`config.mk`:
```
export PLATFORM = sky130hd
export DESIGN_NAME = link_pair_top
export DESIGN_NICKNAME = d
export VERILOG_FILES = /design/src/common/link_pkg.sv /design/src/common/narrow_link_if.sv /design/src/hw/serdes/link_piso.sv /design/src/hw/serdes/link_sipo.sv /design/src/hw/wide_link_adapter.sv /design/src/hw/link_pair_top.sv
export VERILOG_INCLUDE_DIRS = /design/src /design/src/common
export SDC_FILE = /design/constraint.sdc
export NUM_CORES = 1
export LEC_CHECK = 0
export BUFFER_PORTS_ARGS = -buffer_cell sky130_fd_sc_hd__buf_2
export CAP_MARGIN = 20
export CORE_AREA = 10 10 146 175
export CTS_BUF_LIST = sky130_fd_sc_hd__clkbuf_4 sky130_fd_sc_hd__clkbuf_8
export DETAILED_ROUTE_END_ITERATION = 12
export DIE_AREA = 0 0 156 185
export PLACE_DENSITY = 0.49
export SYNTH_ARGS = -nofsm -noshare
export SYNTH_HDL_FRONTEND = slang
export SYNTH_SLANG_ARGS = --single-unit
```
`constraint.sdc`:
```
create_clock -name clk_i -period 2.8 [get_ports clk_i]
set_input_delay 0.28 -clock clk_i [delete_from_list [all_inputs] [get_ports clk_i]]
set_output_delay 0.28 -clock clk_i [all_outputs]
set_load 0.02 [all_outputs]
```
`src/common/link_config.svh`:
```
`ifndef LINK_CONFIG_SVH
`define LINK_CONFIG_SVH

// Width of the endpoint data word
`define WIDE_LINK_WIDTH 36

// Width of one slice on the narrow link
`define NARROW_LINK_WIDTH 8

// Slices needed to carry one wide word, rounded up
`define SLICE_COUNT ((`WIDE_LINK_WIDTH + `NARROW_LINK_WIDTH - 1) / `NARROW_LINK_WIDTH)

// Width of the wide word once padded to whole slices
`define PADDED_LINK_WIDTH (`SLICE_COUNT * `NARROW_LINK_WIDTH)

`endif

```
`src/common/link_pkg.sv`:
```
`default_nettype none

`include "link_config.svh"

package link_pkg;

  // One slice as it travels on the narrow link
  typedef logic [`NARROW_LINK_WIDTH-1:0] narrow_data_t;

  // Padded wide word seen either as one vector or as its slices
  typedef union packed {
    logic [`PADDED_LINK_WIDTH-1:0] flat;         // Pad and trim boundary
    narrow_data_t [`SLICE_COUNT-1:0] slices;     // Slice 0 in the low bits
  } wide_word_u;

endpackage

`default_nettype wire

```
`src/common/narrow_link_if.sv`:
```
`timescale 1ns/1ps
`default_nettype none

`include "link_config.svh"

interface narrow_link_if;
  import link_pkg::*;

  // A to B traffic, acknowledged by B
  logic         a_v;
  narrow_data_t a_data;
  logic         b_then_ready;

  // B to A traffic, acknowledged by A
  logic         b_v;
  narrow_data_t b_data;
  logic         a_then_ready;

  modport side_a (
    output a_v, a_data, a_then_ready,
    input  b_v, b_data, b_then_ready
  );

  modport side_b (
    output b_v, b_data, b_then_ready,
    input  a_v, a_data, a_then_ready
  );

endinterface

`default_nettype wire

```
`src/hw/serdes/link_piso.sv`:
```
`timescale 1ns/1ps
`default_nettype none

`include "link_config.svh"

module link_piso (
  input  wire                    clk_i,
  input  wire                    rst_n_i,
  input  wire                    wide_valid_i,
  input  link_pkg::wide_word_u   wide_data_i,
  output logic                   wide_ready_o,
  output logic                   narrow_v_o,
  output link_pkg::narrow_data_t narrow_data_o,
  input  wire                    narrow_then_ready_i
);
  import link_pkg::*;

  localparam int idx_bits_lp = $clog2(`SLICE_COUNT);

  logic                   held_r;   // A word is being sent
  logic [idx_bits_lp-1:0] idx_r;    // Slice currently on the link
  wide_word_u             word_r;
  logic                   last_slice;
  logic                   accept;

  assign last_slice = (idx_r == idx_bits_lp'(`SLICE_COUNT - 1));

  // Free again once the final slice is acknowledged
  assign wide_ready_o = ~held_r | (narrow_then_ready_i & last_slice);
  assign accept       = wide_valid_i & wide_ready_o;

  assign narrow_v_o    = held_r;
  assign narrow_data_o = word_r.slices[idx_r];

  always_ff @(posedge clk_i) begin
    if (!rst_n_i) begin
      held_r <= 1'b0;
      idx_r  <= '0;
    end else if (accept) begin
      held_r <= 1'b1;
      idx_r  <= '0;                 // Slice 0 shows next cycle
    end else if (held_r && narrow_then_ready_i) begin
      if (last_slice) begin
        held_r <= 1'b0;
      end else begin
        idx_r <= idx_r + 1'b1;
      end
    end
  end

  always_ff @(posedge clk_i) begin
    if (accept) begin
      word_r <= wide_data_i;
    end
  end

  // The receiver may look at the slice over several cycles before acking it
  a_slice_held : assert property (
    @(posedge clk_i) disable iff (!rst_n_i)
    narrow_v_o && !narrow_then_ready_i |=> narrow_v_o && $stable(narrow_data_o)
  );

endmodule

`default_nettype wire

```
`src/hw/serdes/link_sipo.sv`:
```
`timescale 1ns/1ps
`default_nettype none

`include "link_config.svh"

module link_sipo (
  input  wire                    clk_i,
  input  wire                    rst_n_i,
  input  wire                    narrow_v_i,
  input  link_pkg::narrow_data_t narrow_data_i,
  output logic                   narrow_ready_o,
  output logic                   wide_valid_o,
  output link_pkg::wide_word_u   wide_data_o,
  input  wire                    wide_ready_i
);
  import link_pkg::*;

  localparam int cnt_bits_lp = $clog2(`SLICE_COUNT + 1);
  localparam int idx_bits_lp = $clog2(`SLICE_COUNT);

  logic [cnt_bits_lp-1:0] count_r;  // Slices gathered so far
  wide_word_u             word_r;
  logic                   full;
  logic                   accept;
  logic                   take;
  logic [idx_bits_lp-1:0] wr_idx;

  assign full = (count_r == cnt_bits_lp'(`SLICE_COUNT));

  // Room when not full, or when the full word leaves this cycle
  assign narrow_ready_o = ~full | wide_ready_i;
  assign accept         = narrow_v_i & narrow_ready_o;
  assign take           = full & wide_ready_i;

  // A slice arriving as the word leaves starts the next word
  assign wr_idx = full ? '0 : count_r[idx_bits_lp-1:0];

  assign wide_valid_o = full;
  assign wide_data_o  = word_r;

  always_ff @(posedge clk_i) begin
    if (!rst_n_i) begin
      count_r <= '0;
    end else if (take) begin
      count_r <= accept ? cnt_bits_lp'(1) : '0;
    end else if (accept) begin
      count_r <= count_r + 1'b1;
    end
  end

  always_ff @(posedge clk_i) begin
    if (accept) begin
      word_r.slices[wr_idx] <= narrow_data_i;
    end
  end

  // Offered word must wait for the consumer unchanged
  a_wide_held : assert property (
    @(posedge clk_i) disable iff (!rst_n_i)
    wide_valid_o && !wide_ready_i |=> wide_valid_o && $stable(wide_data_o)
  );

endmodule

`default_nettype wire

```
`src/hw/wide_link_adapter.sv`:
```
`timescale 1ns/1ps
`default_nettype none

`include "link_config.svh"

module wide_link_adapter #(
  parameter bit side_b_p = 1'b0     // Which end of the narrow link this is
) (
  input  wire                         clk_i,
  input  wire                         rst_n_i,
  input  wire                         tx_valid_i,
  input  wire  [`WIDE_LINK_WIDTH-1:0] tx_data_i,
  output logic                        tx_ready_o,
  output logic                        rx_valid_o,
  output logic [`WIDE_LINK_WIDTH-1:0] rx_data_o,
  input  wire                         rx_ready_i,
  narrow_link_if                      link_io
);
  import link_pkg::*;

  localparam int pad_bits_lp = `PADDED_LINK_WIDTH - `WIDE_LINK_WIDTH;

  wide_word_u   tx_word;
  wide_word_u   rx_word;
  logic         tx_v;
  narrow_data_t tx_data;
  logic         tx_then_ready;
  logic         rx_v;
  narrow_data_t rx_data;
  logic         rx_then_ready;
  logic         sipo_ready;

  assign tx_word.flat = `PADDED_LINK_WIDTH'(tx_data_i);          // Zero pad on top
  assign rx_data_o    = rx_word.flat[`WIDE_LINK_WIDTH-1:0];      // Drop the pad

  // Ack only a slice that is present and fits
  assign rx_then_ready = rx_v & sipo_ready;

  // Map this end's view of the narrow link onto local names
  if (side_b_p) begin : g_side_b
    assign link_io.b_v          = tx_v;
    assign link_io.b_data       = tx_data;
    assign link_io.b_then_ready = rx_then_ready;
    assign tx_then_ready        = link_io.a_then_ready;
    assign rx_v                 = link_io.a_v;
    assign rx_data              = link_io.a_data;
  end else begin : g_side_a
    assign link_io.a_v          = tx_v;
    assign link_io.a_data       = tx_data;
    assign link_io.a_then_ready = rx_then_ready;
    assign tx_then_ready        = link_io.b_then_ready;
    assign rx_v                 = link_io.b_v;
    assign rx_data              = link_io.b_data;
  end

  link_piso piso_i (
    .clk_i              (clk_i),
    .rst_n_i            (rst_n_i),
    .wide_valid_i       (tx_valid_i),
    .wide_data_i        (tx_word),
    .wide_ready_o       (tx_ready_o),
    .narrow_v_o         (tx_v),
    .narrow_data_o      (tx_data),
    .narrow_then_ready_i(tx_then_ready)
  );

  link_sipo sipo_i (
    .clk_i         (clk_i),
    .rst_n_i       (rst_n_i),
    .narrow_v_i    (rx_v),
    .narrow_data_i (rx_data),
    .narrow_ready_o(sipo_ready),
    .wide_valid_o  (rx_valid_o),
    .wide_data_o   (rx_word),
    .wide_ready_i  (rx_ready_i)
  );

  // Far end pads with zeros, so a gathered word never carries pad bits
  a_pad_clear : assert property (
    @(posedge clk_i) disable iff (!rst_n_i)
    rx_valid_o |-> rx_word.flat[`PADDED_LINK_WIDTH-1 -: pad_bits_lp] == '0
  );

endmodule

`default_nettype wire

```
`src/hw/link_pair_top.sv`:
```
`timescale 1ns/1ps
`default_nettype none

`include "link_config.svh"

module link_pair_top (
  input  wire                         clk_i,
  input  wire                         rst_n_i,

  // Endpoint A
  input  wire                         a_tx_valid_i,
  input  wire  [`WIDE_LINK_WIDTH-1:0] a_tx_data_i,
  output logic                        a_tx_ready_o,
  output logic                        a_rx_valid_o,
  output logic [`WIDE_LINK_WIDTH-1:0] a_rx_data_o,
  input  wire                         a_rx_ready_i,

  // Endpoint B
  input  wire                         b_tx_valid_i,
  input  wire  [`WIDE_LINK_WIDTH-1:0] b_tx_data_i,
  output logic                        b_tx_ready_o,
  output logic                        b_rx_valid_o,
  output logic [`WIDE_LINK_WIDTH-1:0] b_rx_data_o,
  input  wire                         b_rx_ready_i
);

  // Both directions share this one bundle
  narrow_link_if link_if ();

  wide_link_adapter #(
    .side_b_p(1'b0)
  ) adapter_a_i (
    .clk_i     (clk_i),
    .rst_n_i   (rst_n_i),
    .tx_valid_i(a_tx_valid_i),
    .tx_data_i (a_tx_data_i),
    .tx_ready_o(a_tx_ready_o),
    .rx_valid_o(a_rx_valid_o),
    .rx_data_o (a_rx_data_o),
    .rx_ready_i(a_rx_ready_i),
    .link_io   (link_if.side_a)
  );

  wide_link_adapter #(
    .side_b_p(1'b1)
  ) adapter_b_i (
    .clk_i     (clk_i),
    .rst_n_i   (rst_n_i),
    .tx_valid_i(b_tx_valid_i),
    .tx_data_i (b_tx_data_i),
    .tx_ready_o(b_tx_ready_o),
    .rx_valid_o(b_rx_valid_o),
    .rx_data_o (b_rx_data_o),
    .rx_ready_i(b_rx_ready_i),
    .link_io   (link_if.side_b)
  );

endmodule

`default_nettype wire

```
### Word level (Yosys, flattened, before mapping)

Index checks and enable logic that the tools add are counted.

| operators by class | value |
|---|---|
| add/sub/neg operators | 4 |
| reductions and logical operators | 16 |
| shifts and indexed selects | 0 |
| multiply operators | 0 |
| bitwise gates (word level) | 19 |
| eq/ne operators | 4 |
| magnitude comparators | 6 |
| mux-type cells | 24 |
| div/mod/pow operators | 0 |

Operator list:

| kind | number |
|---|---|
| $bwmux W40 | 2 |
| $bmux W8 S3 | 2 |
| $demux W8 S3 | 2 |
| $mux W8 | 4 |
| $mux W3 | 6 |
| $lt A3 B4 Y1 const B | 4 |
| $add A3 B1 Y3 const B | 4 |
| $eq A3 B3 Y1 const B | 4 |
| $reduce_bool A2 Y1 | 6 |
| $and A1 B1 Y1 | 8 |
| $mux W1 | 8 |
| $reduce_and A2 Y1 | 4 |
| $not A1 Y1 | 7 |
| $ge A3 B1 Y1 const B | 2 |
| $logic_and A1 B1 Y1 | 4 |
| $or A1 B1 Y1 | 4 |
| $reduce_or A2 Y1 | 2 |

| storage, ports and cells | value |
|---|---|
| bits in read-only memories | 0 |
| memories kept | 0 |
| output and inout bits | 76 |
| flip-flop bits (word level) | 166 |
| bits in writable memories | 0 |
| latch bits | 0 |

### Longest topological paths before layout

| depth | value |
|---|---|
| depth in word-level cells | 9 |
| depth in mapped cells | 7 |
| depth with buffers taken out | 5 |

### Cells and area by module

A second synthesis with hierarchy kept.

| unflattened totals | value |
|---|---|
| cells, all modules | 396 |
| area, all modules | 6622.6 um^2 |

By module, submodules not included:

| module | area an instance (um^2) | cells an instance | instances |
|---|---|---|---|
| link_piso | 1838.0 | 123 | 2 |
| link_sipo (adapter_b_i.sipo_i) | 1463.9 | 72 | 1 |
| link_sipo (adapter_a_i.sipo_i) | 1462.7 | 74 | 1 |
| wide_link_adapter | 10.0 | 2 | 2 |

### Worst setup path before layout

No wires, ideal clock.

| timing path | value |
|---|---|
| path kind | flip-flop to flip-flop |
| from | register adapter_a_i.sipo_i.count_r[1] |
| to | register adapter_b_i.piso_i.word_r[0] (netlist bit) (enable) |
| period minus slack after synthesis | 2.988 ns |
| stages on the path, launching flop included | 8 |
| buffers on the path | 2 |
| arrival time | 2.591 ns |
| setup slack | -0.188 ns |
| setup time | 0.396 ns |
| cell sequence | dfxtp_1 inv_1 ha_1 buf_2 and3b_1 buf_6 o21ai_0 and2_1 |

| on the way | value |
|---|---|
| cells in the longest elaborated chain, start to end | 7 |

Ends and longest elaborated chain:

| item | RTL line | text |
|---|---|---|
| from (decl) | link_sipo.sv:21 | `logic [cnt_bits_lp-1:0] count_r;` |
| from (signal assigned) | link_sipo.sv:45 | `count_r <= accept ? cnt_bits_lp'(1) : '0;` |
| from (signal assigned) | link_sipo.sv:47 | `count_r <= count_r + 1'b1;` |
| $eq A3 B3 Y1 | link_sipo.sv:28 | `` assign full = (count_r == cnt_bits_lp'(`SLICE_COUNT)); `` |
| $not A1 Y1 | link_sipo.sv:31 | `assign narrow_ready_o = ~full \| wide_ready_i;` |
| $or A1 B1 Y1 | link_sipo.sv:31 |  |
| $and A1 B1 Y1 | wide_link_adapter.sv:37 | `assign rx_then_ready = rx_v & sipo_ready;` |
| $and A1 B1 Y1 | link_piso.sv:29 | `assign wide_ready_o = ~held_r \| (narrow_then_ready_i & last_slice);` |
| $or A1 B1 Y1 | link_piso.sv:29 |  |
| via b_tx_ready_o | link_pair_top.sv:21 | `output logic b_tx_ready_o,` |
| $and A1 B1 Y1 | link_piso.sv:30 | `assign accept = wide_valid_i & wide_ready_o;` |
| via adapter_b_i.piso_i.accept | link_piso.sv:24 | `logic accept;` |
| to (signal assigned) | link_piso.sv:53 | `word_r <= wide_data_i;` |
| to (decl) | link_piso.sv:22 | `wide_word_u word_r;` |

The timed path passes the listed nets, and every way through them passes these cells.
A chain may end at the register's enable or synchronous reset.

### Final worst setup path

| timing path | value |
|---|---|
| from | register adapter_b_i.sipo_i.count_r[1] |
| to | register adapter_a_i.piso_i.word_r[23] (netlist bit) (enable) |

| on the way | value |
|---|---|
| cells in the longest elaborated chain, start to end | 7 |

Ends and longest elaborated chain:

| item | RTL line |
|---|---|
| from (decl) | link_sipo.sv:21 |
| from (signal assigned) | link_sipo.sv:45 |
| from (signal assigned) | link_sipo.sv:47 |
| $eq A3 B3 Y1 | link_sipo.sv:28 |
| $not A1 Y1 | link_sipo.sv:31 |
| $or A1 B1 Y1 | link_sipo.sv:31 |
| $and A1 B1 Y1 | wide_link_adapter.sv:37 |
| $and A1 B1 Y1 | link_piso.sv:29 |
| $or A1 B1 Y1 | link_piso.sv:29 |
| $and A1 B1 Y1 | link_piso.sv:30 |
| via adapter_a_i.piso_i.accept | link_piso.sv:24 |
| to (signal assigned) | link_piso.sv:53 |
| to (decl) | link_piso.sv:22 |

The timed path passes the listed nets, and every way through them passes these cells.

==> results.toml <==
[clock_network]
post-cts-setup-buffers = 0
cts_hold_buf = 62
cts_max_level = 4
clk_latency_ns = 0.44
root_buffer = "clkbuf_8"
cts_made_buffers = 17
clk_path_buf_depth = 2
cts_tree = "done"
clkTransAtPathRegs_ns = 0.08
ctsResizeCount = 0
clkSinkCount = 158

[hold_path]
min-delay-path-class = "input port to flop"
min_path_cells = 1

[placed_design]
dp_hpwl_um = 10600
io_buffers = 153
dp_cells = 751
placed_area_mm2 = 0.00697
place_ws_ns = 0.280
gp_congestion = 0.752

[pwr]
power.total_w = 0.00480
vdd_ir_drop_max_v = 0.000248
clkPwrFrac = 0.345
power_frac_seq = 0.572
p_per_area_mw_per_mm2 = 598
p_sw_w = 0.00109
netSwitchingFraction = 0.227
share_comb_of_total_power = 0.084
p_leak_nw = 3.00
internal-power_w = 0.00371

[synthesis]
synth_xor_area_frac = 0
synthTopCellsByArea = "edfxtp_1 74%, mux4_2 6.1%, dfxtp_1 4.8%, ha_1 1.7%, o21ai_0 1.5%"
synthSimpleGateAreaFrac = 0.0609
synthCells = 324
synth-compound-area-share = 0.0488
yosys.area.top_type = "edfxtp_1"
synth_seq_cells = 158
yosysWarnings = 0
synth_area_per_cell_um2 = 18.1
synthAdderAreaFrac = 0.0170
synth_top_family_by_area = "multiplexers"
muxShareOfSynthArea = 0.0613
yosysSeqAreaShare = 0.784
syn-num-nets = 410
synth_top_cell_area_share = 0.736
synth_area_mm2 = 0.00587
ys_types = 35

[worst_setup_path]
worst_path_max_delay_cell = "and2_2"
critical_path.endpoint_type = "flop"
cp.required_ns = 2.87
reg2regPathDepth = 5
crit_type = "flop to flop"
max_stage_delay_ns = 0.74
startpoint_type = "flop"
arrival_ns = 2.57
crit_fanout = 36
crit_chain = "inv_1 -> ha_1 -> and3b_1 -> o21ai_0 -> and2_2"

[routing]
drt-initial-drc-count = 260
vias = 3634
postRouteAntennaNets = 0
totalWireLength_um = 14900
dr.pass1.iters = 4
vias_per_cell = 4.27
route.detailed.drc = 0
wl_per_cell_um = 17.5

[run]
drv_cap = 0

[global_route]
antenna_found_initial = 1
grt_remaining_overflow = 0
grt_use_total = 0.102
grt_pass1_wl_um = 21800
grt_max_degree = 37
first_global_vias = 3952

[final_layout]
nets = 644
fin_area_mm2 = 0.00803
post_route_cells_drive_above_1_share = 0.379
syn_to_final_growth_pct = 36.7
final_common_cell = "buf_2"
layout_common_cells = "153 x buf_2, 144 x edfxtp_1, 67 x dlygate4sd3_1"
final_cells = 851
fillers = 2070

[floorplan]
core_area_mm2 = 0.0221
die_h_um = 185
dieWidth_um = 156
io_pins = 154
start_util = 0.265
dieArea_mm2 = 0.0289
rows = 60

[timing]
maxSlewHeadroom = 0.461
rsz0062_at_grt = "false"
timing.fmax_mhz = 401
finalCritPeriodShare = 0.892
min_period_ns = 2.50
hold_viol_final = 0
fin_skew_ns = 0.0117
worst_slack_ns = 0.303
slew_viol_final = 0
finalSetupTns_ns = 0
tightest_slew_ns = 0.808
setup_violations = 0

[outcome]
status = "finished, final reports clean"
## registers in the layout, indices dropped and copies added (netlist names)
| signal | cells |
|---|---|
| adapter_b_i.piso_i.idx_r | 3 |
| adapter_a_i.piso_i.word_r | 36 |
| adapter_a_i.piso_i.idx_r | 3 |
| adapter_a_i.piso_i.narrow_v_o | 1 |
| adapter_a_i.sipo_i.wide_data_o | 36 |
| adapter_a_i.sipo_i.count_r | 3 |
| adapter_b_i.sipo_i.wide_data_o | 36 |
| adapter_b_i.sipo_i.count_r | 3 |
| adapter_b_i.piso_i.word_r | 36 |
| adapter_b_i.piso_i.narrow_v_o | 1 |
## cells in the mapped netlist
cell and number:
edfxtp_1 144, buf_2 3, buf_6 4, buf_4 2, a21boi_0 6, inv_1 19, or3_1 5, and3_1 6
a21oi_1 11, nor2_1 3, a311oi_1 2, o221ai_1 2, nor4_1 2, and2b_2 1, mux4_2 16, o31ai_1 2
nor3b_1 1, ha_1 8, or3_2 1, o21a_1 1, nor2b_1 8, and3b_1 2, o2111ai_1 1, nand4_1 2
nand2_1 12, dfxtp_1 14, o21ai_0 18, a21bo_2 2, nand3b_1 4, and2_1 2, nand3_1 12, a22o_2 1
clkbuf_1 5, and2b_1 1, nand2b_1 1
## worst max-delay path: cells and delay by family, from the launching register on
| kind | cells | cell delay, ns |
|---|---|---|
| and+or+nand+nor | 2 | 1.01 |
| buffers and inverters | 1 | 0.09 |
| adders and majority gates | 1 | 0.27 |
| DFF | 1 | 0.41 |
| AOI/OAI and AO/OA | 1 | 0.32 |
## stage by stage
step,hold slack (ns),util
finish,0.0373,0.363
global route,0.00152,0.362
CTS,0.00371,0.360
detailed placement,0.458,0.315
global placement,0.460,0.315
floorplan,0.379,-
## logic make-up after synthesis
| group | after synthesis |
|---|---|
| AO/OA/AOI/OAI | 46 |
| adder cells (fa/ha/maj) | 8 |
| buffers and inverters | 33 |
| flip-flops | 158 |
| multiplexers | 16 |
| AND/OR/NAND/NOR | 63 |
## power groups by stage
stage | Combinational (W) | Sequential [W] | Clock (W)
after floorplan | 0.000154 | 0.00282 | 0
after global placement | 0.000327 | 0.00279 | 0
after detailed placement | 0.000333 | 0.00280 | 0
after CTS | 0.000402 | 0.00274 | 0.00170
after global routing | 0.000440 | 0.00275 | 0.00181
final | 0.000401 | 0.00274 | 0.00165
## final timing paths
| check | slack, ns | end | startpoint |
|---|---|---|---|
| hold reg to reg | 0.57 | adapter_a_i.sipo_i.count_r[1] | adapter_a_i.sipo_i.count_r[1] |
| hold / removal | 0.04 | adapter_a_i.piso_i.word_r[32] | a_tx_data_i[32] |
| setup / recovery | 0.30 | adapter_a_i.piso_i.word_r[23] | adapter_b_i.sipo_i.count_r[1] |
| setup reg to reg | 0.30 | adapter_a_i.piso_i.word_r[23] | adapter_b_i.sipo_i.count_r[1] |
## area by class of cell
| cell class | instances | area (um^2) | area share |
|---|---|---|---|
| clock buffers | 19 | 249 | 0.0310 |
| multi-input cells | 133 | 1110 | 0.138 |
| diodes | 2 | 5.00 | 0.000623 |
| well taps | 279 | 349 | 0.0435 |
| clock inverters | 12 | 139 | 0.0173 |
| flip-flops and latches | 158 | 4600 | 0.573 |
| repair buffers | 229 | 1500 | 0.187 |
| inverters | 19 | 71.3 | 0.00888 |
## per-layer routing
metal,share of wire,vias up,wire length (um),GRT usage
li1,-,1723,-,-
met1,0.37,1781,5470,0.102
met2,0.55,98,8130,0.179
met3,0.049,32,727,0.0316
met4,0.037,0,543,0.0662
met5,0,-,0,0
(Power assumes the default switching activity.)
